`config.mk`:
```
export PLATFORM = sky130hd
export DESIGN_NAME = ram_bank
export DESIGN_NICKNAME = d
export VERILOG_FILES = /design/src/source/axil_pkg.sv /design/src/source/ram_bank.sv
export SDC_FILE = /design/constraint.sdc
export NUM_CORES = 2
export LEC_CHECK = 0
export BUFFER_PORTS_ARGS = -buffer_cell sky130_fd_sc_hd__buf_2
export CAP_MARGIN = 0
export CORE_UTILIZATION = 30
export CTS_CLUSTER_DIAMETER = 30
export DETAILED_ROUTE_END_ITERATION = 10
export SKIP_LAST_GASP = 1
export SYNTH_ARGS = -nofsm -noshare
export SYNTH_HDL_FRONTEND = slang
export SYNTH_SLANG_ARGS = --single-unit
```
`constraint.sdc`:
```
create_clock -name clk -period 9.7 [get_ports clk]
set_clock_uncertainty 0.2 [all_clocks]
set_input_delay 2.91 -clock clk [delete_from_list [all_inputs] [get_ports clk]]
set_output_delay 2.91 -clock clk [all_outputs]
set_load 0.02 [all_outputs]
```
`src/source/axil_pkg.sv`:
```
package axil_pkg;

    localparam int DATA_WIDTH = 64;
    localparam int STRB_WIDTH = DATA_WIDTH / 8;

    localparam logic [1:0] RESP_OKAY   = 2'b00;
    localparam logic [1:0] RESP_SLVERR = 2'b10;

    // Same data word seen whole or byte by byte
    typedef union packed {
        logic [DATA_WIDTH-1:0]      dword;
        logic [STRB_WIDTH-1:0][7:0] bytes;
    } axil_word_u;

endpackage

```
`src/source/ram_bank.sv`:
```
`timescale 1ns/10ps

module ram_bank
    import axil_pkg::*;
#(
    parameter int BANK_WORDS = 64
) (
    input  logic                          clk,
    input  logic                          wen,
    input  logic                          ren,
    input  logic [$clog2(BANK_WORDS)-1:0] addr,
    input  logic [DATA_WIDTH-1:0]         wdata,
    input  logic [STRB_WIDTH-1:0]         wstrb,
    output logic [DATA_WIDTH-1:0]         rdata
);

    axil_word_u mem [BANK_WORDS];
    axil_word_u wword;

    assign wword.dword = wdata;

    // Only strobed bytes are touched
    always_ff @(posedge clk) begin
        if (wen) begin
            for (int b = 0; b < STRB_WIDTH; b++) begin
                if (wstrb[b]) begin
                    mem[addr].bytes[b] <= wword.bytes[b];
                end
            end
        end
    end

    always_ff @(posedge clk) begin
        if (ren) begin
            rdata <= mem[addr].dword;
        end
    end

    a_single_port: assert property (@(posedge clk) !(wen && ren));

endmodule

```
# == Yosys cells after proc, flatten, opt, wreduce, memory -nomap -nowiden ==
# Memory sizes are Yosys's and may differ from the RTL's. A register that Yosys moved wholly into a read port is not among the register bits.
# Index checks and enable logic that the tools add are counted.
# classes
n_mux,24
# ops
operator,n
two-way mux 1 bit,24
# word_totals
ramBits,4096
output_inout_bits,64
register_bits,0
mem_count,1
word_cells,25
# memory_table
memory,words,word_bits,read_ports,rd_clocked_by_memory_dff,write_ports,line,text
mem,64,64,1,1,1,ram_bank.sv:17,axil_word_u mem [BANK_WORDS];

# == Depth between registers and ports, before layout ==
# logic_depth
ltp_word,3
ltp_mapped,12

# == Worst setup path after synthesis ==
# OpenSTA, ideal clock, no wires.
# synth_timing
path_kind,input to register
start,input port addr[3]
end,"memory mem[48][0] in the netlist's numbering, enable pin"
setup_ps,370
stages,8
slack_ps,4318
t_required_ps,9130
n_path_buf,5
arrival_ps,4812
cell_sequence,buf_4 -> and3b_1 -> clkbuf_1 -> clkbuf_1 -> clkbuf_1 -> buf_1 -> nand2_1 -> nor2_1
# synth_lines
item,line,text
from (decl),ram_bank.sv:11,"input logic [$clog2(BANK_WORDS)-1:0] addr,"
to (decl),ram_bank.sv:17,
# No word-level cell before the write port.

==> run metrics <==
initial antenna violation count=~110; Synth Warn #=0; Async SR Flop Fraction=0%; dpl hpwl=between 300000 and 400000 µm; GR Overflow Total=0; All-Layer GR Usage=about a fifth; Worst Hold Class=reg2reg; number of global-route vias before repair=roughly 90000; Post-CTS Resized=0; final hold slack=0.4860 ns; Skew-Pair Late Insertion Delay=~1.1 ns; Critical Path Source Type=primary input; Port Buffers=around 140; CP Cell Sequence=buf_8 -> inv_8 -> buf_12 -> nand2_2 -> buf_4 -> o22ai_1 -> or4_1 -> nor4_1 -> nand4_1; fin crit share=between 60% and 70%; RSZ-0062 raised after global routing=false; critical path buffer and inverter count=4; Slew HR=a little under 2%; Yosys top cell area share=a little under 80%; Initial Utilization=30.15%; P&R area growth vs syn=19.90%; final hold vios=0; Switching Share=a little under a quarter; Top FF cell, synth=edfxtp_1; beginning of the critical path=addr[1]; max incr delay on CP=about 0.94 ns; Leak=57.52 nW; Psw=about 11 mW; Nets=approximately 9300; Clk pwr share=between 50 and 60%; wire per inst=about 33 µm; cell family with most CP delay=simple AND/OR/NAND/NOR gates; count leader, synth=edfxtp_1; vias after detailed routing=around 98000; Final setup viols=0; Post-CTS Hold Buffers=0; arrival time at the worst endpoint=6.99 ns; die area=about 0.53 mm²; Clock Path Buffers=4; R2R Setup Slk=approximately 6.6 ns; register area=~0.12 mm²; sequential area share after synthesis=79.44%; Worst EP required=around 10 ns; worst reg2reg startpoint=mem[11][13]; Mapped Nets=9067; clock sinks=approximately 4200; Placement Rows=265; Post-Syn Instances=about 9000; Detailed Route Iter0 Violations=15560; sequential share of power=around 44%; total negative setup slack=0 ns; postcts setup bufs=0; CTS root buffer=clkbuf_16; Max VDD drop=0.1974 mV; Post-synth top cells=4160 x edfxtp_1, 928 x a221oi_1, 829 x a22oi_1; residual DRC count=0; total CTS buffers=654; post-route ant nets=0; Critical-path top delay cell=nor4_1; htree depth=6; footprint of the multi-input gates=0.02931 mm²; M2 GR Usage=between 20% and 30%; Final Max Slew Viols=0; largest net degree at the start of global routing=between 100 and 150; met1 Use GR=around a quarter; Die W=roughly 730 µm; Max Fanout on Critical Path=67; min Tclk post-route=roughly 6.4 ns; met3 Resource Use GR=slightly below 6%; Critical Setup Path Class=in2reg; maximum clock frequency=0.1554 GHz; hold_sp=mem[14][12]; status=finished with violations; fin cells=roughly 17000; Placer Congestion=around 0.86; Via density=5.796; grt peak-use layer=met2; WL final=roughly 550000 µm; main area contributors after synthesis=edfxtp_1 79%, a221oi_1 5.2%, a22oi_1 4.0%, o22ai_1 1.8%, nor2_1 1.5%; Post-Place Cells=15550; Yosys top cell by area=edfxtp_1; CTS tree=done; Comb pwr share=between 4 and 5%; Synth Register Bits=4160; Core Region=between 0.5 and 0.6 mm²; EDFF count, synth=roughly 4200; filler instances=about 48000; critical path capture point type=flip-flop; post-synth cell types=61; IO Count=~150; pwr/cell area=243.0 mW/mm²; first-pass GRT wire length=around 750000 µm; share of layout cells above drive strength 1=17.33%; drt first pass iters=6; Clock transition at path regs=around 0.05 ns; die height=726.0 µm; Avg Inst Size Synth=~17 µm²; Mapped Area=0.1573 mm²; failing checks=capacitance limit; worst slew pin tran=1.466 ns; Internal=~35 mW; max cap viols=1
-- layout make-up --
cell class | count | share of cell area (%)
multi-input cells | 4076 | 15.55
diodes | 128 | 0.1699
clock buffers | 737 | 8.946
inverters | 4 | 0.01858
flip-flops and latches | 4160 | 66.25
repair buffers | 367 | 1.545
well taps | 6942 | 4.607
clock inverters | 475 | 2.914
-- power groups by stage --
stage	registers [mW]	clock network (mW)	logic (mW)
2_1_floorplan	20.3	0	0.938
3_3_place_gp	20.4	0	2.11
3_5_place_dp	20.4	0	2.12
4_1_cts	20.0	23.7	2.13
5_1_grt	20.0	24.4	2.22
6_report	20.0	23.6	2.18
-- tightest hold or removal path, delay by kind of cell (launching register included) --
family | cells | cell delay, ns
AO/OA/AOI/OAI | 1 | 0.06
flip-flops | 1 | 0.32
AND/OR/NAND/NOR | 2 | 0.22
-- placed cells by master, fill, tap and decap left out, types with 13 or more instances in the layout --
cell type / count
clkinv_4: 34
diode_2: 128
a21oi_1: 94
clkinv_2: 90
nand2_1: 184
a211o_1: 17
clkinv_16: 13
buf_2: 137
o221ai_1: 45
a22o_1: 32
o211ai_1: 24
mux4_2: 28
mux2i_1: 115
buf_12: 38
nor2_1: 614
inv_8: 17
o22a_1: 77
a22oi_1: 829
clkbuf_1: 74
mux2_2: 176
a221oi_1: 928
nand4_1: 15
clkbuf_16: 663
nand2_2: 16
clkinv_1: 78
inv_6: 58
clkinvlp_4: 88
a221o_1: 23
o22ai_1: 453
o2111ai_1: 13
bufinv_16: 76
o21ai_0: 67
nor4_1: 71
edfxtp_1: 4160
inv_16: 13
buf_4: 188
nor3_1: 83
or4_1: 23
-- worst paths after layout --
kind / to / depth (start not counted)
worst min register to register: rdata[12] / 3
worst max register to register: rdata[13] / 5
worst max-delay path: rdata[13] / 9
worst min-delay path: rdata[12] / 3
-- cell families (layout without fill, tap and decap cells) --
logic type	count (synthesis)	in the layout	synth area share, %
other	0	128	0
muxes	319	319	2.393
and+or+nand+nor	1096	1096	3.010
DFF	4160	4160	79.44
buffers and inverters	750	1583	2.115
AOI/OAI and AO/OA	2661	2661	13.04
-- through the flow --
| stage | total power [mW] | utilization [%] | worst slack, ns | cell area (µm²) |
|---|---|---|---|---|
| 3_3_place_gp | 22.50 | 31.80 | 2.470 | 165900 |
| 4_1_cts | 45.82 | 36.09 | 3.516 | 188200 |
| 2_1_floorplan | 21.27 | - | 4.318 | 157300 |
| 5_1_grt | 46.70 | 36.14 | 3.409 | 188500 |
| 6_report | 45.82 | 36.15 | 3.264 | 188600 |
| 3_5_place_dp | 22.51 | 31.80 | 2.448 | 165900 |
-- flip-flops by register name, indices dropped and copies added (netlist names) --
register and cells:
mem 4096, rdata 64
-- routing by layer --
layer  vias up  wire length [µm]
li1      38930                 -
met1     50340            206000
met2      7316            243800
met3      1271             71540
met4        28             29390
met5         -               218
(Power assumes the default switching activity.)
