File: config.mk
export PLATFORM = sky130hd
export DESIGN_NAME = periph_regs
export DESIGN_NICKNAME = d
export VERILOG_FILES = /design/src/source/axil_pkg.sv /design/src/source/mmio_map_pkg.sv /design/src/source/periph_regs.sv
export SDC_FILE = /design/constraint.sdc
export NUM_CORES = 1
export LEC_CHECK = 0
export ABC_AREA = 1
export BUFFER_PORTS_ARGS = -buffer_cell sky130_fd_sc_hd__buf_2
export CAP_MARGIN = 30
export CORE_ASPECT_RATIO = 1.75
export CORE_MARGIN = 8
export CORE_UTILIZATION = 46
export CTS_CLUSTER_SIZE = 24
export DETAILED_ROUTE_END_ITERATION = 7
export HOLD_SLACK_MARGIN = 0.1
export PLACE_DENSITY = 0.94
export SYNTH_ARGS = -nofsm -noshare
export SYNTH_HDL_FRONTEND = slang
export SYNTH_SLANG_ARGS = --single-unit
File: constraint.sdc
create_clock -name clk -period 2.9 [get_ports clk]
set_input_delay 0.145 -clock clk [delete_from_list [all_inputs] [get_ports clk]]
set_output_delay 0.145 -clock clk [all_outputs]
set_load 0.005 [all_outputs]
File: src/source/axil_pkg.sv
package axil_pkg;

    localparam int DATA_WIDTH = 64;
    localparam int STRB_WIDTH = DATA_WIDTH / 8;

    localparam logic [1:0] RESP_OKAY   = 2'b00;
    localparam logic [1:0] RESP_SLVERR = 2'b10;

    // Same data word seen whole or byte by byte
    typedef union packed {
        logic [DATA_WIDTH-1:0]      dword;
        logic [STRB_WIDTH-1:0][7:0] bytes;
    } axil_word_u;

endpackage

File: src/source/mmio_map_pkg.sv
package mmio_map_pkg;

    localparam int ADDR_WIDTH = 32;

    // Region base addresses
    localparam logic [ADDR_WIDTH-1:0] RAM_BASE = 32'h8000_0000;
    localparam logic [ADDR_WIDTH-1:0] KBD_ADDR = 32'hA000_0060;
    localparam logic [ADDR_WIDTH-1:0] SWT_ADDR = 32'hA000_0070;
    localparam logic [ADDR_WIDTH-1:0] SEG_ADDR = 32'hA000_0080;
    localparam logic [ADDR_WIDTH-1:0] LED_ADDR = 32'hA000_0090;
    localparam logic [ADDR_WIDTH-1:0] RTC_ADDR = 32'hA000_0048;

    // Every peripheral owns one 8-byte window
    localparam logic [ADDR_WIDTH-1:0] PERI_LEN = 32'd8;

    localparam int KB_WIDTH  = 8;
    localparam int SWT_WIDTH = 8;
    localparam int SEG_WIDTH = 32;
    localparam int LED_WIDTH = 16;
    localparam int RTC_WIDTH = 64;

    typedef enum logic [2:0] {
        RAM  = 3'd0,
        KBD  = 3'd1,
        SWT  = 3'd2,
        SEG  = 3'd3,
        LED  = 3'd4,
        RTC  = 3'd5,
        NONE = 3'd6
    } region_e;

endpackage
File: src/source/periph_regs.sv
`timescale 1ns/10ps

module periph_regs
    import mmio_map_pkg::*;
    import axil_pkg::*;
(
    input  logic                  clk,
    input  logic                  rst,
    input  logic                  seg_we,
    input  logic                  led_we,
    input  logic [DATA_WIDTH-1:0] wdata,
    input  logic [STRB_WIDTH-1:0] wstrb,
    input  logic                  periph_ren,
    input  region_e               periph_sel,
    input  logic [KB_WIDTH-1:0]   kb_data,
    input  logic                  kb_ready,
    input  logic [SWT_WIDTH-1:0]  switches,
    input  logic [RTC_WIDTH-1:0]  rtc_value,
    output logic [SEG_WIDTH-1:0]  seg_out,
    output logic [LED_WIDTH-1:0]  led_out,
    output logic                  kb_pop,
    output logic [DATA_WIDTH-1:0] periph_rdata
);

    // Output registers take the strobed low bytes
    always_ff @(posedge clk) begin
        if (rst) begin
            seg_out <= '0;
            led_out <= '0;
        end else begin
            for (int b = 0; b < SEG_WIDTH / 8; b++) begin
                if (seg_we && wstrb[b]) begin
                    seg_out[8*b +: 8] <= wdata[8*b +: 8];
                end
            end
            for (int b = 0; b < LED_WIDTH / 8; b++) begin
                if (led_we && wstrb[b]) begin
                    led_out[8*b +: 8] <= wdata[8*b +: 8];
                end
            end
        end
    end

    // Pop only when a byte was actually handed out
    always_ff @(posedge clk) begin
        if (rst) begin
            kb_pop <= 1'b0;
        end else begin
            kb_pop <= periph_ren && periph_sel == KBD && kb_ready;
        end
    end

    always_ff @(posedge clk) begin
        if (periph_ren) begin
            case (periph_sel)
                KBD:     periph_rdata <= kb_ready ? DATA_WIDTH'(kb_data) : '0;
                SWT:     periph_rdata <= DATA_WIDTH'(switches);
                SEG:     periph_rdata <= DATA_WIDTH'(seg_out);
                LED:     periph_rdata <= DATA_WIDTH'(led_out);
                RTC:     periph_rdata <= DATA_WIDTH'(rtc_value);
                default: periph_rdata <= '0;
            endcase
        end
    end

endmodule

== Yosys cells after proc, flatten, opt, wreduce, memory -nomap -nowiden ==
Index checks and enable logic that the tools add are counted.

* Shift-type cells: 0
* Add/subtract/negate cells: 0
* Eq/ne operators: 5
* Reductions and logical operators: 8
* $lt $le $gt $ge: 0
* Mux-type cells: 2
* Multipliers: 0
* Div/mod/pow operators: 0
* Bitwise logic cells: 0

{| class="wikitable"
|+ Operator list
! cell !! count
|-
| case mux 64 bit (5 select lines) || 1
|-
| logical AND 1 bit || 8
|-
| two-way mux 8 bit || 1
|-
| equality test 3 x 2 -> 1 bit (second input constant) || 2
|-
| equality test 3 bit (second input constant) || 2
|-
| equality test 3 x 1 -> 1 bit (second input constant) || 1
|}

* Memories kept: 0
* Latch bits: 0
* Bits of input ports: 161
* ROM bits: 0
* RAM bits: 0
* Word-level logic and storage cells: 23
* Register bits after elaboration: 113

== Longest topological paths before layout ==
* Depth after elaboration: 3
* Depth in mapped cells: 7

== Least setup slack after synthesis ==
OpenSTA, ideal clock, no wires.

* Path kind: input -> register
* Start: in periph_sel[1]
* End: reg periph_rdata[0] (data pin)
* Slack: 1777 ps
* Data arrival time: 869 ps
* Setup time: 254 ps
* Cell stages on the path: 7
* Path buffers: 2
* Cells stage by stage: buf_2 > inv_1 > clkbuf_1 > nand3_1 > nand2_1 > inv_1 > nand2_1

* Longest elaborated chain between the ends: 2
* Elaborated cells on any way between the ends: 6
* Classes of those cells: 5 x eq/ne; 1 x mux

{| class="wikitable"
|+ RTL lines
! element !! line !! text
|-
| start: declaration || periph_regs.sv:14 || <nowiki>input region_e periph_sel,</nowiki>
|-
| equality test 3 bit (tied with other cells) || periph_regs.sv:55 || <nowiki>case (periph_sel)</nowiki>
|-
| case mux 64 bit (5 select lines) * || periph_regs.sv:55 ||
|-
| end signal: assignment || periph_regs.sv:56 || <nowiki>KBD: periph_rdata <= kb_ready ? DATA_WIDTH'(kb_data) : '0;</nowiki>
|-
| end signal: assignment || periph_regs.sv:57 || <nowiki>SWT: periph_rdata <= DATA_WIDTH'(switches);</nowiki>
|-
| end signal: assignment || periph_regs.sv:58 || <nowiki>SEG: periph_rdata <= DATA_WIDTH'(seg_out);</nowiki>
|-
| end: declaration || periph_regs.sv:22 || <nowiki>output logic [DATA_WIDTH-1:0] periph_rdata</nowiki>
|}

Every way passes the cells marked *; elsewhere a longest branch is shown, timed or not.
A chain may end at the register's enable or synchronous reset.

== Final worst setup path ==
* Start: in periph_sel[1]
* End: reg periph_rdata[11] (data pin)

The elaborated chain is that of the path after synthesis.

==> metrics.txt <==
status=complete, no violations; CTS Buffer Depth=2; hold depth=3; total gr overflow=0; port bufs=237; routed vias=slightly above 5,000; Hold Path Class=input port to flop; Total Routing Usage GR=26.32%; Worst VDD drop=0.0004475 V; Critical Path RT=3160 ps; IO Pins=274; number of gates resized after cts=0; Compound-Gate Fraction of Synth Area=roughly 5.4%; Yosys cell types=20; pwr dens=just under 600 nW/µm²; Crit Path Class=input port to flop; sw frac=23.59%; share of the synthesized area in the top cell type=40.20%; Layout area overhead=57.21%; Worst-path clk slew=50 ps; die area=14,040 µm²; FF+latch count, synth=113; CTS Hold Buffers Added=88; Pint=between 3 and 4 mW; Inserted Clock Buffers=17; Root Driver=clkbuf_16; share of layout cells above drive strength 1=32.69%; number of global-route vias before repair=5,318; # setup viols final=0; # fillers=around 690; register area=around 2900 µm²; Post-DP Area=6033 µm²; CP max FO=24; Syn Nets=a little over 700; Post-CTS Setup Inserts=0; initial antenna violation count=3; period utilisation layout=57.03%; Clock Skew=between 7 and 8 ps; final total power=4.418 mW; post-route ant nets=0; Slew Limit Fails=0; relative slew slack=36.84%; Mean Syn Cell Area=around 8.8 µm²; main combinational cell family by area after synthesis=simple AND/OR/NAND/NOR gates; nets=1,029; Syn Std Cell Area=4781 µm²; NetSw=1.043 mW; DRC viols=0; P_leak=between 3 and 4 nW; routed len/inst=18.19 µm; TritonCTS clock tree=yes; Synth Warn #=0; worst path cell trace=buf_2 -> inv_1 -> nand3_2 -> inv_1 -> nand2_1 -> nand3_1; CP startpoint kind=input port; CTS H-tree lvls=4; Synth Area in XOR/XNOR=0%; Worst-Skew Late Latency=400 ps; max-cap viol count=0; num rows=49; placed wire-length estimate=11,500 µm; core box area=10,180 µm²; Sequential Power Share=about two fifths; cell mode on critical path=inv_1; crit-path max cell delay=640 ps; Reg2Reg Depth=4; Final Hold Fails=0; hold slack=138.2 ps; chip height=150.9 µm; simple-gate portion of the synthesized area=around a quarter; DRT iter0 DRCs=305; Post-Layout Inst Area=7516 µm²; GPL Wtd Cong=0.8866; Slowest cell on crit path=inv_1; Starting Density=between 40 and 50%; Synth area leader=edfxtp_1; Setup crit end kind=flop; crit path time final=around 1700 ps; RSZ-0062 raised after global routing=false; largest net degree at the start of global routing=50; FMAX=0.6047 GHz; vias per inst=5.082; Clock Sinks=113; Critical Path AT=1920 ps; Cells after Synth=543; DR pass1 iterations=5; post-synthesis adder-cell area fraction=0%; final WL=18,390 µm; first-pass GRT wire length=approximately 28,000 µm; Horiz. Die Dim=93.07 µm; Setup TNS=0 ps; multi-input logic area=roughly 1500 µm²; post-synthesis mux area share=0%; combinational power share=a little under an eighth; Slew @ Worst Pin=between 900 and 1000 ps; clock network fraction of design power=47.1%; top post-synthesis cells by area=edfxtp_1 40%, dfxtp_1 21%, nand2_1 14%; register area share after synthesis=60.72%
## registers in the layout (all words and copies together), names as in the netlist
signal	cells
periph_rdata	64
seg_out	32
led_out	16
kb_pop	1
## cell type report
class / instances / area share [%]
tap: 127 / 2.114
timing repair buffer: 329 / 27.90
clock buffer: 18 / 5.710
antenna: 3 / 0.09988
clock inverter: 14 / 2.197
inverter: 65 / 3.280
multi-input combinational: 342 / 20.08
sequential: 113 / 38.62
## worst max-delay path, delay by kind of cell
family	cells	cell delay [ps]
buffers and inverters	3	1200
and+or+nand+nor	3	570
## per-stage QoR
step | cells | utilization, % | worst slack [ps]
6_report | 1011 | 73.85 | 1246
3_3_place_gp | 888 | 59.28 | 901.1
2_1_floorplan | 543 | - | 1777
5_1_grt | 1011 | 73.85 | 1059
4_1_cts | 1008 | 73.78 | 1268
3_5_place_dp | 888 | 59.28 | 852.3
## metal layers
metal  vias to the layer above  part of all wire, %  GRT usage (%)
li1                       2416                    -              -
met1                      2339                   35          27.21
met2                       310                   51          45.36
met3                        73                  7.9          6.998
met4                         0                  5.7          17.92
met5                         -                    0              0
## cells in the final DEF, fill, tap and decap left out
cell type,instances
dlygate4sd3_1,88
inv_6,1
bufinv_16,3
clkinvlp_4,4
clkinv_1,1
nor3_1,1
edfxtp_1,64
a21oi_1,40
buf_4,4
buf_2,237
nand2_1,184
inv_1,62
nand3_1,16
nor2_1,49
inv_2,2
nand3_2,1
clkinv_2,3
diode_2,3
clkbuf_1,1
a211oi_1,8
nand4_1,30
dfxtp_1,49
inv_4,1
nor3_4,1
nor2_2,12
clkbuf_16,17
clkinv_4,2
## power groups by stage
stage,logic [mW],registers (mW),clock network [mW]
final,0.508,1.83,2.08
after detailed placement,0.399,1.86,0
after CTS,0.497,1.82,2.10
after floorplan,0.147,1.87,0
after global placement,0.389,1.85,0
after global routing,0.555,1.84,2.16
## cell usage after synthesis
cell,instances
inv_2,2
inv_1,62
nand3_1,16
dfxtp_1,49
clkbuf_1,11
edfxtp_1,64
nand4_1,30
nor3_4,1
nor2_2,12
nor2_1,49
buf_2,5
buf_1,2
inv_4,1
nand3_2,1
buf_6,3
a21oi_1,40
nor3_1,1
a211oi_1,8
buf_4,2
nand2_1,184
## cells by family after synthesis
family / after synthesis
flip-flops: 113
buffers and inverters: 88
AND/OR/NAND/NOR: 294
AO/OA/AOI/OAI: 48
## path summary, 6_finish.rpt
| kind | endpoint | slack (ps) | from |
|---|---|---|---|
| worst min-delay path | kb_pop | 140 | kb_ready |
| worst max register to register | periph_rdata[1] | 1970 | seg_out[1] |
| worst min register to register | led_out[11] | 470 | led_out[11] |
| worst max-delay path | periph_rdata[11] | 1250 | periph_sel[1] |
No activity file was read; power rests on OpenSTA's default activity.
