[config.mk]
export PLATFORM = sky130hd
export DESIGN_NAME = read_collect
export DESIGN_NICKNAME = d
export VERILOG_FILES = /design/src/source/axil_pkg.sv /design/src/source/mmio_map_pkg.sv /design/src/source/read_collect.sv
export SDC_FILE = /design/constraint.sdc
export NUM_CORES = 1
export LEC_CHECK = 0
export BUFFER_PORTS_ARGS = -buffer_cell sky130_fd_sc_hd__buf_2
export CORE_AREA = 4 4 148 150
export DETAILED_ROUTE_END_ITERATION = 10
export DIE_AREA = 0 0 152 154
export PLACE_DENSITY = 0.38
export SETUP_SLACK_MARGIN = 0.5
export SYNTH_ARGS = -nofsm -noshare
export SYNTH_HDL_FRONTEND = slang
export SYNTH_SLANG_ARGS = --single-unit
export TNS_END_PERCENT = 5
[constraint.sdc]
create_clock -name vclk -period 2.4
set_input_delay 0.48 -clock vclk [all_inputs]
set_output_delay 0.48 -clock vclk [all_outputs]
set_load 0.02 [all_outputs]
[src/source/axil_pkg.sv]
package axil_pkg;

    localparam int DATA_WIDTH = 64;
    localparam int STRB_WIDTH = DATA_WIDTH / 8;

    localparam logic [1:0] RESP_OKAY   = 2'b00;
    localparam logic [1:0] RESP_SLVERR = 2'b10;

    // Same data word seen whole or byte by byte
    typedef union packed {
        logic [DATA_WIDTH-1:0]      dword;
        logic [STRB_WIDTH-1:0][7:0] bytes;
    } axil_word_u;

endpackage

[src/source/mmio_map_pkg.sv]
package mmio_map_pkg;

    localparam int ADDR_WIDTH = 32;

    // Region base addresses
    localparam logic [ADDR_WIDTH-1:0] RAM_BASE = 32'h8000_0000;
    localparam logic [ADDR_WIDTH-1:0] KBD_ADDR = 32'hA000_0060;
    localparam logic [ADDR_WIDTH-1:0] SWT_ADDR = 32'hA000_0070;
    localparam logic [ADDR_WIDTH-1:0] SEG_ADDR = 32'hA000_0080;
    localparam logic [ADDR_WIDTH-1:0] LED_ADDR = 32'hA000_0090;
    localparam logic [ADDR_WIDTH-1:0] RTC_ADDR = 32'hA000_0048;

    // Every peripheral owns one 8-byte window
    localparam logic [ADDR_WIDTH-1:0] PERI_LEN = 32'd8;

    localparam int KB_WIDTH  = 8;
    localparam int SWT_WIDTH = 8;
    localparam int SEG_WIDTH = 32;
    localparam int LED_WIDTH = 16;
    localparam int RTC_WIDTH = 64;

    typedef enum logic [2:0] {
        RAM  = 3'd0,
        KBD  = 3'd1,
        SWT  = 3'd2,
        SEG  = 3'd3,
        LED  = 3'd4,
        RTC  = 3'd5,
        NONE = 3'd6
    } region_e;

endpackage
[src/source/read_collect.sv]
`timescale 1ns/10ps

module read_collect
    import mmio_map_pkg::*;
    import axil_pkg::*;
#(
    parameter int NUM_BANKS = 4
) (
    input  logic                            rd_pending,
    input  region_e                         rd_sel_region,
    input  logic [$clog2(NUM_BANKS)-1:0]    rd_sel_bank,
    input  logic                            rd_err,
    input  logic [NUM_BANKS*DATA_WIDTH-1:0] bank_rdata,
    input  logic [DATA_WIDTH-1:0]           periph_rdata,
    output logic                            rsp_valid,
    output logic [DATA_WIDTH-1:0]           rsp_data,
    output logic                            rsp_err
);

    assign rsp_valid = rd_pending;
    assign rsp_err   = rd_err;

    // Errors read as zero
    always_comb begin
        if (rd_err) begin
            rsp_data = '0;
        end else if (rd_sel_region == RAM) begin
            rsp_data = bank_rdata[rd_sel_bank*DATA_WIDTH +: DATA_WIDTH];
        end else begin
            rsp_data = periph_rdata;
        end
    end

endmodule

======== Word-level counts from Yosys, hierarchy flattened ========
Cells that the tools add are included.
word-level totals
  register bits ........................... 0
  bits of input ports ..................... 327
  output and inout bits ................... 66
  logic and storage cells ................. 4
cells by class
  shift-type cells ........................ 1
  multiplexer cells ....................... 2
  reduce and logical (&&, ||, !) cells .... 1
operator list
  kind                                                      number
  256-bit by 9-bit variable part select with 64-bit output  1
  64-bit 2-to-1 mux                                         2
  3-bit zero test                                           1

======== Logic depth before layout (Yosys ltp) ========
Gate-level depths: netlist (run 1).
  depth after elaboration ................. 3
  gate-level depth with buffers ........... 4
  mapped depth without buffers ............ 3

======== Least setup slack after synthesis (run 1) ========
No wires, ideal clock.
  path type ............................... input to output
  start point ............................. in rd_sel_bank[0]
  end point ............................... out rsp_data[10]
  arrival time ............................ 1,552 ps
  required time ........................... 1,920 ps
  slack ................................... 368 ps
  stages on the path ...................... 4
  path buffers ............................ 2
  path through ............................ buf_6 > buf_12 > mux4_2 > a22o_1
on the way
  word-level cells in the longest chain between the ends .. 3
RTL lines
  item                                                      RTL line            text
  start, declared                                           read_collect.sv:11  input logic [$clog2(NUM_BANKS)-1:0] rd_sel_bank,
  256-bit by 9-bit variable part select with 64-bit output  read_collect.sv:28  rsp_data = bank_rdata[rd_sel_bank*DATA_WIDTH +: DATA_WIDTH];
  64-bit 2-to-1 mux                                         read_collect.sv:27  end else if (rd_sel_region == RAM) begin
  64-bit 2-to-1 mux                                         read_collect.sv:25  if (rd_err) begin
  end, declared                                             read_collect.sv:16  output logic [DATA_WIDTH-1:0] rsp_data,
No other way between the ends.

======== Worst setup path in the final report (run 1) ========
  start point ............................. in rd_sel_bank[0]
  end point ............................... out rsp_data[54]
Same word-level chain as after synthesis.

==> flow_metrics.py, run 1 <==
metrics = {
    "yosys": {
        "yosys.area.top_type": "mux4_2",
        "syn_area_per_cell_um2": 14.6,
        "synth_top_area_share_pct": 58.3,
        "syn_inst": 159,
        "yosysUniqueCellTypes": 11,
        "ys_warn_count": 0,
        "yosys-top-cells-count": "a22o_1 (64), mux4_2 (60), buf_6 (7), clkbuf_1 (7)",
        "yosysMostFrequentCell": "a22o_1",
        "synth_area_leaders": "mux4_2 (58%), a22o_1 (24%), buf_12 (5.2%)",
        "synth_nets": 486,
        "syn_area_um2": 2320,
        "ys_seq_area_share_pct": 0,
    },
    "global_routing": {
        "grt_max_degree": 65,
        "grt_pass1_vias": 3791,
        "antenna_found_initial": 7,
        "grt_pass1_wl_mm": 23.5,
        "overflow": 0,
        "track_usage_pct": 12.6,
    },
    "place": {
        "port_buffers": 391,
        "gp_congestion": 0.913,
        "hpwlAfterDp_mm": 14.3,
    },
    "drt": {
        "route.detailed.drc": 0,
        "ant_nets": 0,
        "via_per_inst": 4.32,
        "drtIter0Drc": 136,
        "vias": 3562,
        "wl_mm": 16.5,
        "dr.pass1.iters": 4,
        "wl_per_cell_um": 20.1,
    },
    "worst_setup_path": {
        "crit_buf_inv": 5,
        "slowest_delay_ps": 500,
        "cp.arrival_ps": 1770,
        "crit_path_max_fanout": 6,
        "cp-end-kind": "output pin",
        "path_class": "input port to output pin",
        "slowest_stage": "mux4_2",
        "cp_cell_sequence": "buf_8 > buf_12 > buf_8 > buf_6 > mux4_2 > a22o_1 > buf_6",
        "critical_path.top_delay_family": "buffers and inverters",
        "worst_setup_path_start_kind": "input port",
        "required_ps": 1920,
    },
    "floorplan": {
        "die_h_um": 154,
        "die_w_um": 152,
        "die_area_um2": 23400,
        "num_rows": 53,
        "placeableCoreArea_um2": 20700,
        "ios": 393,
        "start_util_pct": 11.2,
    },
    "cells_and_area": {
        "area.growth.synth_to_final_pct": 106,
        "drive_above_1_share_pct": 87.6,
        "nFlopsAndLatches": 0,
        "antenna_cells": 0,
        "fillers": 2322,
        "regArea_um2": 0,
        "nets": 879,
        "nClkBuffers": 0,
    },
    "power_and_ir_drop": {
        "power.share.sequential_pct": 0,
        "p_int_w": 0.000527,
        "clkPwrFrac_pct": 0,
        "ir_drop_uv": 84.8,
        "power_frac_comb_pct": 100.0,
        "power_density_nw_per_um2": 190,
        "p_leak_nw": 2.45,
        "switching_share_pct": 42.2,
        "switchingPower_w": 0.000384,
        "finalPower_w": 0.000911,
    },
    "sta": {
        "hold_ws_ps": 960,
        "setup_viol": 0,
        "max-slew-margin-rel_pct": 74.2,
        "finalCritPeriodShare_pct": 93.7,
        "clock.fmax_mhz": 444,
        "fin_crit_ps": 2250,
        "drv_slew": 0,
        "worst_slew_pin_slew_ps": 384,
        "hold_viol_final": 0,
        "rsz0062_at_grt": "true",
        "setup-tns-final_ps": 0,
    },
    "flow_run": {
        "max-cap-violations": 0,
    },
    "worst_hold_path": {
        "min_path_type": "input port to output pin",
    },
    "run_status": {
        "status": "complete, no violations",
    },
    "clock_tree": {
        "ctsHoldBuffers": 0,
    },
}
==> cell families (layout without fill, tap and decap cells) <==
group	after synthesis	count (layout)	share of synthesized area, %
compound gates	64	64	24.2
buf+inv	28	419	11.7
mux	64	64	62.8
simple gates	3	3	1.40
==> power groups by stage <==
stage	registers (W)	logic (W)	clock network [W]
CTS	0	0.000914	0
global route	0	0.000971	0
global placement	0	0.000871	0
finish	0	0.000911	0
detailed placement	0	0.000881	0
floorplan	0	0.000475	0
==> per-layer routing <==
| layer | vias to the layer above | GRT usage (%) | wire [um] |
|---|---|---|---|
| li1 | 1563 | - | - |
| met2 | 252 | 21.5 | 8000 |
| met1 | 1723 | 16.3 | 6610 |
| met4 | 6 | 1.33 | 210 |
| met5 | - | 0 | 28 |
| met3 | 18 | 3.97 | 1700 |
==> path summary, 6_finish.rpt <==
path / start / end / slack, ps / cells past startpoint
worst min-delay path: rd_pending / rsp_valid / 960 / 0
worst max-delay path: rd_sel_bank[0] / rsp_data[54] / 150 / 7
==> metrics by stage <==
stage               setup slack, ps  cell area, um^2  util, %  cells
global route                   95.4             4780     23.1    825
floorplan                       412             2350        -    159
detailed placement             83.1             4620     22.4    818
CTS                             123             4750     23.0    824
finish                          150             4780     23.1    825
global placement                103             4620     22.4    818
==> cells in the final DEF (no fill, tap or decap) <==
master,instances
buf_2,383
a22o_1,63
mux4_2,60
buf_4,15
buf_12,10
buf_6,8
mux4_1,4
buf_8,2
nor4_4,1
nor3_1,1
nor2_4,1
a22o_4,1
buf_16,1
==> cell type report <==
cell class | count | area, um^2 | share of cell area (%)
multi-input cells | 131 | 2060 | 43.1
well taps | 275 | 344 | 7.19
repair buffers | 419 | 2380 | 49.7
==> what timing repair did <==
item	4_1_cts	5_1_grt
buffers inserted	5	1
endpoints found under the setup margin	64	64
resized for setup	18	3
pin swaps	2	3
gates cloned	1	0
Note: power is estimated with default switching activity, not from simulation.
==> run 2, diff against run 1 <==
--- a/config.mk
+++ b/config.mk
@@ -9,6 +9,7 @@
 export CORE_AREA = 4 4 148 150
 export DETAILED_ROUTE_END_ITERATION = 10
 export DIE_AREA = 0 0 152 154
+export MAX_ROUTING_LAYER = met4
 export PLACE_DENSITY = 0.38
 export SETUP_SLACK_MARGIN = 0.5
 export SYNTH_ARGS = -nofsm -noshare
==> constraint.sdc (replaced) <==
create_clock -name vclk -period 2.4
set_input_delay 0 -clock vclk [all_inputs]
set_output_delay 0 -clock vclk [all_outputs]
set_load 0.02 [all_outputs]
==> run 2 against run 1 <==
Cell area is 7.1% lower; setup slack gained 860 ps; cell count shrank 2.8%; first-iteration DRC count is 52% higher; critical path depth fell by 1; sequential share of layout area did not move; combinational power shrank 8.0%; die area did not move; global-route usage down 0.70 points; non-clock buffer count shrank 23; maximum frequency is 62% higher; routed wire length down 7.9%; critical endpoint is now rsp_data[39].
==> flow_metrics.py, run 2 (synthesized netlist as in run 1, its figures left out) <==
metrics = {
    "floorplan": {
        "ios": 393,
        "start_util_pct": 11.2,
        "placeableCoreArea_um2": 20700,
        "die_area_um2": 23400,
        "die_h_um": 154,
        "die_w_um": 152,
        "num_rows": 53,
    },
    "worst_setup_path": {
        "crit_path_start": "rd_sel_region[1]",
        "crit_path_max_fanout": 64,
        "cp.arrival_ps": 1390,
        "worst_setup_path_start_kind": "input port",
        "path_class": "input port to output pin",
        "required_ps": 2400,
        "cp-end-kind": "output pin",
    },
    "global_routing": {
        "track_usage_pct": 11.9,
        "overflow": 0,
        "grt_pass1_vias": 3657,
        "grt_pass1_wl_mm": 21.9,
        "grt_max_degree": 65,
        "antenna_found_initial": 0,
    },
    "cells_and_area": {
        "nets": 856,
        "layout_common_cells": "buf_2 (390), a22o_1 (64), mux4_2 (60), mux4_1 (4), buf_12 (4)",
        "regArea_um2": 0,
        "layout_commonest_cell": "buf_2",
        "nFlopsAndLatches": 0,
        "antenna_cells": 0,
        "fillers": 2313,
        "stdcell_count": 802,
        "drive_above_1_share_pct": 86.9,
        "area.growth.synth_to_final_pct": 91.6,
        "final_area_um2": 4450,
        "multi_input_area_um2": 2050,
        "nClkBuffers": 0,
    },
    "power_and_ir_drop": {
        "ir_drop_uv": 126,
        "power_density_nw_per_um2": 188,
        "finalPower_w": 0.000838,
        "p_leak_nw": 2.28,
    },
    "drt": {
        "drtIter0Drc": 207,
        "dr.pass1.iters": 4,
        "wl_mm": 15.2,
        "wl_per_cell_um": 19.0,
        "vias": 3439,
        "route.detailed.drc": 0,
        "via_per_inst": 4.29,
        "ant_nets": 0,
    },
    "sta": {
        "worst_slew_pin_slew_ps": 785,
        "rsz0062_at_grt": "false",
        "setup-tns-final_ps": 0,
        "drv_slew": 0,
        "hold_viol_final": 0,
        "max-slew-margin-rel_pct": 47.7,
        "fin_crit_ps": 1390,
        "finalCritPeriodShare_pct": 57.9,
        "clock.fmax_mhz": 719,
        "setup_viol": 0,
    },
    "worst_hold_path": {
        "hold_start": "rd_pending",
        "min_path_type": "input port to output pin",
    },
    "clock_tree": {
        "ctsHoldBuffers": 0,
        "postCtsSetupRepairBufs": 0,
        "cts_resized": 0,
    },
    "place": {
        "gp_congestion": 0.906,
        "port_buffers": 391,
        "placed_area_um2": 4450,
        "place_inst": 802,
        "hpwlAfterDp_mm": 13.1,
    },
    "flow_run": {
        "max-cap-violations": 0,
    },
    "run_status": {
        "status": "complete, no violations",
    },
}
run 2: final timing paths:
path | endpoint | slack [ps] | cells after the start
setup / recovery | rsp_data[39] | 1010 | 6
hold / removal | rsp_valid | 0.1 | 0
run 2: layout make-up:
type | instances | share of cell area (%)
multi-input cells | 131 | 46.2
well taps | 275 | 7.74
repair buffers | 396 | 46.0
run 2: layer usage:
metal	routed length [um]	vias to the layer above	GRT usage [%]
met4	186	0	1.07
met2	7750	241	21.4
met1	6110	1674	14.6
met5	0	-	-
met3	1200	12	2.08
li1	-	1512	-
run 2: worst max-delay path, cell delays in order:
cell and delay, ps:
buf_2 120, nor3_1 310, nor2_4 40, buf_4 360
a22o_1 370, buf_2 170
run 2: per-stage QoR:
stage / utilization [%] / hold WS, ps / setup slack [ps]
3_3_place_gp: 21.5 / 0.255 / 1000
2_1_floorplan: - / 113 / 1330
4_1_cts: 21.5 / 0.255 / 994
6_report: 21.5 / 0.145 / 1010
5_1_grt: 21.5 / 0.0296 / 929
3_5_place_dp: 21.5 / 0.255 / 994
run 2: where the power goes:
part / switching [W] / total [W] / leakage [nW] / internal [W]
Combinational: 0.000365 / 0.000838 / 2.28 / 0.000473
Clock: 0 / 0 / 0 / 0
Sequential: 0 / 0 / 0 / 0
Total: 0.000365 / 0.000838 / 2.28 / 0.000473
