==> src/source/axil_pkg.sv <==
package axil_pkg;

    localparam int DATA_WIDTH = 64;
    localparam int STRB_WIDTH = DATA_WIDTH / 8;

    localparam logic [1:0] RESP_OKAY   = 2'b00;
    localparam logic [1:0] RESP_SLVERR = 2'b10;

    // Same data word seen whole or byte by byte
    typedef union packed {
        logic [DATA_WIDTH-1:0]      dword;
        logic [STRB_WIDTH-1:0][7:0] bytes;
    } axil_word_u;

endpackage

==> src/source/mmio_map_pkg.sv <==
package mmio_map_pkg;

    localparam int ADDR_WIDTH = 32;

    // Region base addresses
    localparam logic [ADDR_WIDTH-1:0] RAM_BASE = 32'h8000_0000;
    localparam logic [ADDR_WIDTH-1:0] KBD_ADDR = 32'hA000_0060;
    localparam logic [ADDR_WIDTH-1:0] SWT_ADDR = 32'hA000_0070;
    localparam logic [ADDR_WIDTH-1:0] SEG_ADDR = 32'hA000_0080;
    localparam logic [ADDR_WIDTH-1:0] LED_ADDR = 32'hA000_0090;
    localparam logic [ADDR_WIDTH-1:0] RTC_ADDR = 32'hA000_0048;

    // Every peripheral owns one 8-byte window
    localparam logic [ADDR_WIDTH-1:0] PERI_LEN = 32'd8;

    localparam int KB_WIDTH  = 8;
    localparam int SWT_WIDTH = 8;
    localparam int SEG_WIDTH = 32;
    localparam int LED_WIDTH = 16;
    localparam int RTC_WIDTH = 64;

    typedef enum logic [2:0] {
        RAM  = 3'd0,
        KBD  = 3'd1,
        SWT  = 3'd2,
        SEG  = 3'd3,
        LED  = 3'd4,
        RTC  = 3'd5,
        NONE = 3'd6
    } region_e;

endpackage
==> src/source/mmio_decode.sv <==
`timescale 1ns/10ps

module mmio_decode
    import mmio_map_pkg::*;
    import axil_pkg::*;
#(
    parameter int NUM_BANKS  = 4,
    parameter int BANK_WORDS = 64
) (
    input  logic                          clk,
    input  logic                          rst,
    input  logic                          req_valid,
    input  logic                          req_write,
    input  logic [ADDR_WIDTH-1:0]         req_addr,
    input  logic [DATA_WIDTH-1:0]         req_wdata,
    input  logic [STRB_WIDTH-1:0]         req_wstrb,
    output logic                          wr_err,
    output logic [NUM_BANKS-1:0]          bank_wen,
    output logic [NUM_BANKS-1:0]          bank_ren,
    output logic [$clog2(BANK_WORDS)-1:0] bank_addr,
    output logic [DATA_WIDTH-1:0]         bank_wdata,
    output logic [STRB_WIDTH-1:0]         bank_wstrb,
    output logic                          seg_we,
    output logic                          led_we,
    output logic                          periph_ren,
    output region_e                       periph_sel,
    output region_e                       rd_sel_region,
    output logic [$clog2(NUM_BANKS)-1:0]  rd_sel_bank,
    output logic                          rd_err,
    output logic                          rd_pending
);

    localparam int BANK_BITS = $clog2(NUM_BANKS);
    localparam int WORD_BITS = $clog2(BANK_WORDS);
    localparam logic [ADDR_WIDTH-1:0] RAM_LEN = NUM_BANKS * BANK_WORDS * 8;

    logic [ADDR_WIDTH-1:0] ram_off;
    logic [BANK_BITS-1:0]  bank_idx;
    logic                  addr_err;
    region_e               region;

    function automatic logic in_window(input logic [ADDR_WIDTH-1:0] addr,
                                       input logic [ADDR_WIDTH-1:0] base);
        return (addr >= base) && (addr < base + PERI_LEN);
    endfunction

    // Low word-address bits pick the bank, the rest the word inside it
    assign ram_off  = req_addr - RAM_BASE;
    assign bank_idx = ram_off[3 +: BANK_BITS];

    always_comb begin
        if (req_addr >= RAM_BASE && ram_off < RAM_LEN) begin
            region = RAM;
        end else if (in_window(req_addr, KBD_ADDR)) begin
            region = KBD;
        end else if (in_window(req_addr, SWT_ADDR)) begin
            region = SWT;
        end else if (in_window(req_addr, SEG_ADDR)) begin
            region = SEG;
        end else if (in_window(req_addr, LED_ADDR)) begin
            region = LED;
        end else if (in_window(req_addr, RTC_ADDR)) begin
            region = RTC;
        end else begin
            region = NONE;
        end
    end

    // Unmapped, or a write into a read-only register
    assign addr_err = (region == NONE) || (req_write && region inside {KBD, SWT, RTC});
    assign wr_err   = req_valid && req_write && addr_err;

    always_comb begin
        bank_wen = '0;
        bank_ren = '0;
        if (req_valid && region == RAM) begin
            if (req_write) begin
                bank_wen[bank_idx] = 1'b1;
            end else begin
                bank_ren[bank_idx] = 1'b1;
            end
        end
    end

    assign bank_addr  = ram_off[3 + BANK_BITS +: WORD_BITS];
    assign bank_wdata = req_wdata;
    assign bank_wstrb = req_wstrb;

    assign seg_we     = req_valid && req_write && region == SEG;
    assign led_we     = req_valid && req_write && region == LED;
    assign periph_ren = req_valid && !req_write && !addr_err && region != RAM;
    assign periph_sel = region;

    always_ff @(posedge clk) begin
        if (rst) begin
            rd_pending <= 1'b0;
        end else begin
            rd_pending <= req_valid && !req_write;
        end
    end

    // Selects for the collector in the cycle after the request
    always_ff @(posedge clk) begin
        if (req_valid && !req_write) begin
            rd_sel_region <= region;
            rd_sel_bank   <= bank_idx;
            rd_err        <= addr_err;
        end
    end

    a_wen_onehot: assert property (@(posedge clk) disable iff (rst) $onehot0(bank_wen));
    a_ren_onehot: assert property (@(posedge clk) disable iff (rst) $onehot0(bank_ren));
    a_no_rw_mix: assert property (
        @(posedge clk) disable iff (rst) !(|bank_wen && |bank_ren)
    );

endmodule

==> config.mk <==
export PLATFORM = sky130hd
export DESIGN_NAME = mmio_decode
export DESIGN_NICKNAME = d
export VERILOG_FILES = /design/src/source/axil_pkg.sv /design/src/source/mmio_map_pkg.sv /design/src/source/mmio_decode.sv
export SDC_FILE = /design/constraint.sdc
export NUM_CORES = 1
export LEC_CHECK = 0
export BUFFER_PORTS_ARGS = -buffer_cell sky130_fd_sc_hd__buf_2
export CAP_MARGIN = 30
export CORE_AREA = 5 5 77 79
export DETAILED_ROUTE_END_ITERATION = 8
export DIE_AREA = 0 0 82 84
export HOLD_SLACK_MARGIN = 0.03
export PLACE_DENSITY = 0.85
export SKIP_LAST_GASP = 1
export SLEW_MARGIN = 20
export SYNTH_ARGS = -nofsm -noshare
export SYNTH_HDL_FRONTEND = slang
export SYNTH_SLANG_ARGS = --single-unit
export TNS_END_PERCENT = 100
==> constraint.sdc <==
create_clock -name clk -period 1.25 [get_ports clk]
set_input_delay 0.0625 -clock clk [delete_from_list [all_inputs] [get_ports clk]]
set_output_delay 0.0625 -clock clk [all_outputs]
set_load 0.02 [all_outputs]
* After elaboration in Yosys (flattened, before gate mapping)
Cells that the tools add are included.
** Word-level totals
- Register bits after elaboration :: 7
- Input bits :: 108
- Output and inout port bits :: 100
- Word-level logic and storage cells :: 59
** Operators by class
- Add/subtract/negate cells :: 1
- $lt $le $gt $ge :: 14
- Eq/ne operators :: 6
- Multiplexer cells :: 12
- Reduce and logical (&&, ||, !) cells :: 22
** Operator list (count)
- greater-or-equal comparator 32 bit, second input constant :: 6
- < comparator 32 bit, second input constant :: 5
- < comparator 32 x 12 -> 1 bit, second input constant :: 1
- subtractor 32 bit, second input constant :: 1
- logical AND 1 bit :: 16
- 2-to-1 mux 4 bit :: 4
- 2-to-1 mux 3 bit :: 4
- equality test 3 bit, second input constant :: 3
- equality test 3 x 2 -> 1 bit, second input constant :: 2
- nonzero test 3 bit :: 2
- 2-to-1 mux 2 bit :: 2
- equality test 3 x 1 -> 1 bit, second input constant :: 1
- logical NOT 3 bit :: 1
- < comparator 2 x 3 -> 1 bit, second input constant :: 1
- demux 1 bit (select 2 bit) :: 1
- greater-or-equal comparator 2 x 1 -> 1 bit, second input constant :: 1
- logical NOT 1 bit :: 2
- logical OR 1 bit :: 1
- 2-to-1 mux 1 bit :: 1

* Logic depth before layout (Yosys ltp)
- Depth in word-level cells :: 15
- Depth in mapped cells :: 5
- Depth with buffers taken out :: 4

* Worst setup path after synthesis
Ideal clock, no wire load.
- Path kind :: input to register
- Start point :: input req_addr[22]
- End point :: register rd_sel_region[0] (data pin)
- Arrival :: 1539 ps
- Slack :: -594 ps
- Cell stages on the path :: 4
- Path through :: nor4_1 nand3_1 or3_4 a211oi_1
** On the way
- Longest elaborated chain between the ends :: 8
- Elaborated cells on any way between the ends :: 25
** Ends and longest elaborated chain
- from (decl) :: RTL line mmio_decode.sv:14 : input logic [ADDR_WIDTH-1:0] req_addr,
- parallel branches: the longest is 7 deep, another holds subtractor 32 bit
- 2-to-1 mux 3 bit (*) :: RTL line mmio_decode.sv:52 : if (req_addr >= RAM_BASE && ram_off < RAM_LEN) begin
- net periph_sel[0] :: RTL line mmio_decode.sv:26 : output region_e periph_sel,
- to (signal assigned) :: RTL line mmio_decode.sv:105 : rd_sel_region <= region;
- to (decl) :: RTL line mmio_decode.sv:27 : output region_e rd_sel_region,
Mark *: on every way through the listed nets, which the timed path passes.
A chain may end at the register's enable or synchronous reset.

* Worst setup path in the final report
- Start point :: input req_addr[9]
- End point :: output led_we
** On the way
- Longest elaborated chain between the ends :: 10
- Elaborated cells on any way between the ends :: 27
** Ends and longest elaborated chain
- parallel branches: the longest is 7 deep, another holds subtractor 32 bit
- 2-to-1 mux 3 bit (*) :: RTL line mmio_decode.sv:52
- equality test 3 bit (*) :: RTL line mmio_decode.sv:90 : assign led_we = req_valid && req_write && region == LED;
- logical AND 1 bit (*) :: RTL line mmio_decode.sv:90
- to (decl) :: RTL line mmio_decode.sv:24 : output logic led_we,
Every way passes the cells marked *.

==> summary.md <==
| Metric | Value |
|---|---|
| Status | `finished with violations` |
| Critical Path Sink | `led_we` |
| Htree depth | `1` |
| Pin slew with the least headroom to its limit | `about 0.33 ns` |
| Highest fanout seen on the critical path | `4` |
| Ys Warns | `0` |
| Placement-stage worst setup slack | `-0.4535 ns` |
| Fraction of layout cells with a size suffix above 1 | `76.87%` |
| Area of the placeable core | `between 5000 and 6000 sq um` |
| Post-synthesis sequential element count | `7` |
| Register area share after synthesis | `17.56%` |
| Maximum clock frequency | `607.4 MHz` |
| Post-Layout Cell Count | `219` |
| # placed instances | `212` |
| Worst IR drop on VDD | `0.0003514 V` |
| FP Rows | `27` |
| Half-perimeter wire length after detailed placement | `3226 microns` |
| Nature of the critical path startpoint | `input port` |
| Total iterations of the first detailed-routing run | `4` |
| Crit path buffers/inverters | `2` |
| Detailed router's first-iteration violation count | `14` |
| Routability cong. | `0.8313` |
| Static Leakage | `0.6017 nW` |
| Category of the most critical setup path | `input port to primary output` |
| Starting density of the core | `between 20% and 30%` |
| Cell type of the slowest stage on the worst timing path | `or4b_4` |
| Cell family with the largest share of critical-path delay | `simple AND/OR/NAND/NOR gates` |
| Inserted Diodes | `0` |
| Clock tree from TritonCTS | `yes` |
| Nets | `~260` |
| Worst rel slew slack | `77.46%` |
| Number of logic stages on the critical path including buffering | `5` |
| Layout-stage area growth over the synthesis result | `29.42%` |
| Total congestion overflow after global routing | `0` |
| Cell count after synthesis | `143` |
| I/O pin count | `208` |
| Per-cell routed wire length | `around 17 microns` |
| Sum of routed wire length over all layers | `approximately 3800 microns` |
| Area of the mapped netlist | `1140 sq um` |
| Die Ht | `84 microns` |
| Average cell area after synthesis | `7.971 sq um` |
| Timing startpoint of the critical path | `req_addr[9]` |
| Number of buffers inserted during clock tree synthesis | `3` |
| Post-DRT Antenna Nets | `0` |
| Total Negative Setup Slacks | `-4.736 ns` |
| Die Footprint | `6888 sq um` |
| Signal arrival time at the worst endpoint | `between 1.5 and 2 ns` |
| Power density over cell area | `580.5 nW/um^2` |
| Count of different cell masters after synthesis | `30` |
| Cell area after layout | `1475 sq um` |
| Ratio of final minimum period to clock period | `131.7%` |
| DR DRC count | `0` |
| Most frequently used flop master after synthesis | `edfxtp_1` |
| Post-DR vias/cell | `4.210` |
| Cell Chain, Critical Path | `buf_6 > or4b_4 > or3_4 > nor4_4 > buf_4` |
| Width of the die | `82 microns` |
| Clk sink count | `7` |
| Critical path capture point type | `primary output` |
| Clock root buffer | `clkbuf_8` |
| Endpoint required time on the critical path | `1.19 ns` |
| RSZ-0062 raised after global routing | `true` |
| Final setup violation count | `19` |
| Min-Delay Path Class | `input port to primary output` |
| Setup slack of the critical path after layout | `-0.3964 ns` |
| Worst-case clock buffer depth | `2` |
| Dpl cell area | `1236 sq um` |
| Final hold vios | `0` |
| Vias | `922` |
| Vias in the first global route | `877` |
| Pin count of the biggest net entering global routing | `14` |
| Max-slew violation count | `0` |
| Number of synthesized flops with an enable pin | `6` |
| Wire length of the first global-routing pass | `between 4000 and 5000 microns` |
| Violations in the final reports | `setup timing` |
| Syn_nets | `251` |
| Share of synthesized registers carrying an async set or reset | `0%` |
| IO Port Bufs | `60` |
| Max-cap violation count | `0` |
| Fillcell total | `569` |
| Slowest stage delay, CP | `roughly 0.56 ns` |
| Fin crit period | `1.646 ns` |
| Combined global-route utilization of all metal layers | `9.647%` |
| Initial antenna violation count | `0` |
## worst min-delay path by stage
stage                   from                     to  cells after the start
2_1_floorplan            rst  rd_pending$_SDFF_PP0_                      1
3_3_place_gp   req_wdata[22]         bank_wdata[22]                      0
3_5_place_dp   req_wdata[22]         bank_wdata[22]                      0
4_1_cts        req_wdata[22]         bank_wdata[22]                      0
5_1_grt        req_wdata[36]         bank_wdata[36]                      0
6_report       req_wdata[20]         bank_wdata[20]                      0
## registers in the layout, indices dropped and copies added (netlist names)
register / cells
rd_sel_region: 3
rd_sel_bank: 2
rd_err: 1
rd_pending: 1
## Yosys cell counts, types with 2 or more instances
library cell / instances / area [sq um]
a21oi_1: 3 / 15.01
or4_4: 2 / 22.52
nor2_1: 11 / 41.29
nor3_1: 4 / 20.02
clkbuf_1: 2 / 7.510
a211oi_1: 2 / 15.01
nand2b_1: 2 / 12.51
edfxtp_1: 6 / 180.2
nor2b_1: 2 / 12.51
inv_1: 2 / 7.510
o21ai_0: 3 / 15.01
buf_4: 78 / 585.6
nor4_1: 4 / 25.02
nand3_1: 2 / 10.01
nand2_1: 5 / 18.77
## final cells by class
class | count | area, sq um | share of cell area, %
Clock buffer | 4 | 45.04 | 3.053
Timing Repair Buffer | 80 | 584.3 | 39.61
Sequential cell | 7 | 200.2 | 13.57
Multi-Input combinational cell | 54 | 548.0 | 37.15
Inverter | 2 | 7.507 | 0.5089
Tap cell | 72 | 90.09 | 6.107
## layout by cell type (no fill, tap or decap), types with 2 or more instances in the layout
cell type	count
a21oi_2	2
buf_2	38
buf_4	23
buf_6	17
clkbuf_8	3
edfxtp_1	6
inv_1	2
nand2_1	4
nand2b_1	2
nor2_1	5
nor2_4	6
nor2b_1	2
nor3_2	3
nor4_4	4
nor4b_4	2
o21ai_0	3
or4_4	3
## power breakdown
| part | total (W) | internal [W] | switching, W | leakage [nW] |
|---|---|---|---|---|
| registers | 0.000269 | 0.000267 | 0.00000233 | 0.0682 |
| logic | 0.000268 | 0.000126 | 0.000142 | 0.511 |
| clock network | 0.000319 | 0.000221 | 0.0000986 | 0.0228 |
| total | 0.000856 | 0.000614 | 0.000242 | 0.602 |
## per-layer routing
layer | share of wire, % | wire [microns] | track usage [%]
met1 | 24 | 892 | 6.153
met2 | 56 | 2126 | 18.74
met3 | 16 | 596 | 5.724
met4 | 4.4 | 167 | 6.344
met5 | 0 | 0 | 0
## per-stage QoR
step                      util (%)  hold slack, ns  total power, W
final                        27.99          0.1250       0.0008564
after global routing         27.99          0.1250       0.0008972
after CTS                    26.71          0.1251       0.0008609
after detailed placement     23.46          0.1251       0.0005140
after global placement       23.46          0.1251       0.0005101
after floorplan                  -          0.1349       0.0007287
## kinds of logic after synthesis
group | share of synthesized area (%)
buf+inv | 52.69
simple gates | 22.28
compound gates | 6.696
flops | 17.56
xor+xnor | 0.7685
## timing repair
action,4_1_cts,5_1_grt
hold buffers,1,0
buffers inserted,0,2
gates resized for setup,30,9
hold endpoints to repair,1,0
pin swaps,5,6
setup endpoints to repair,15,19
Note: power is estimated with default switching activity, not from simulation.
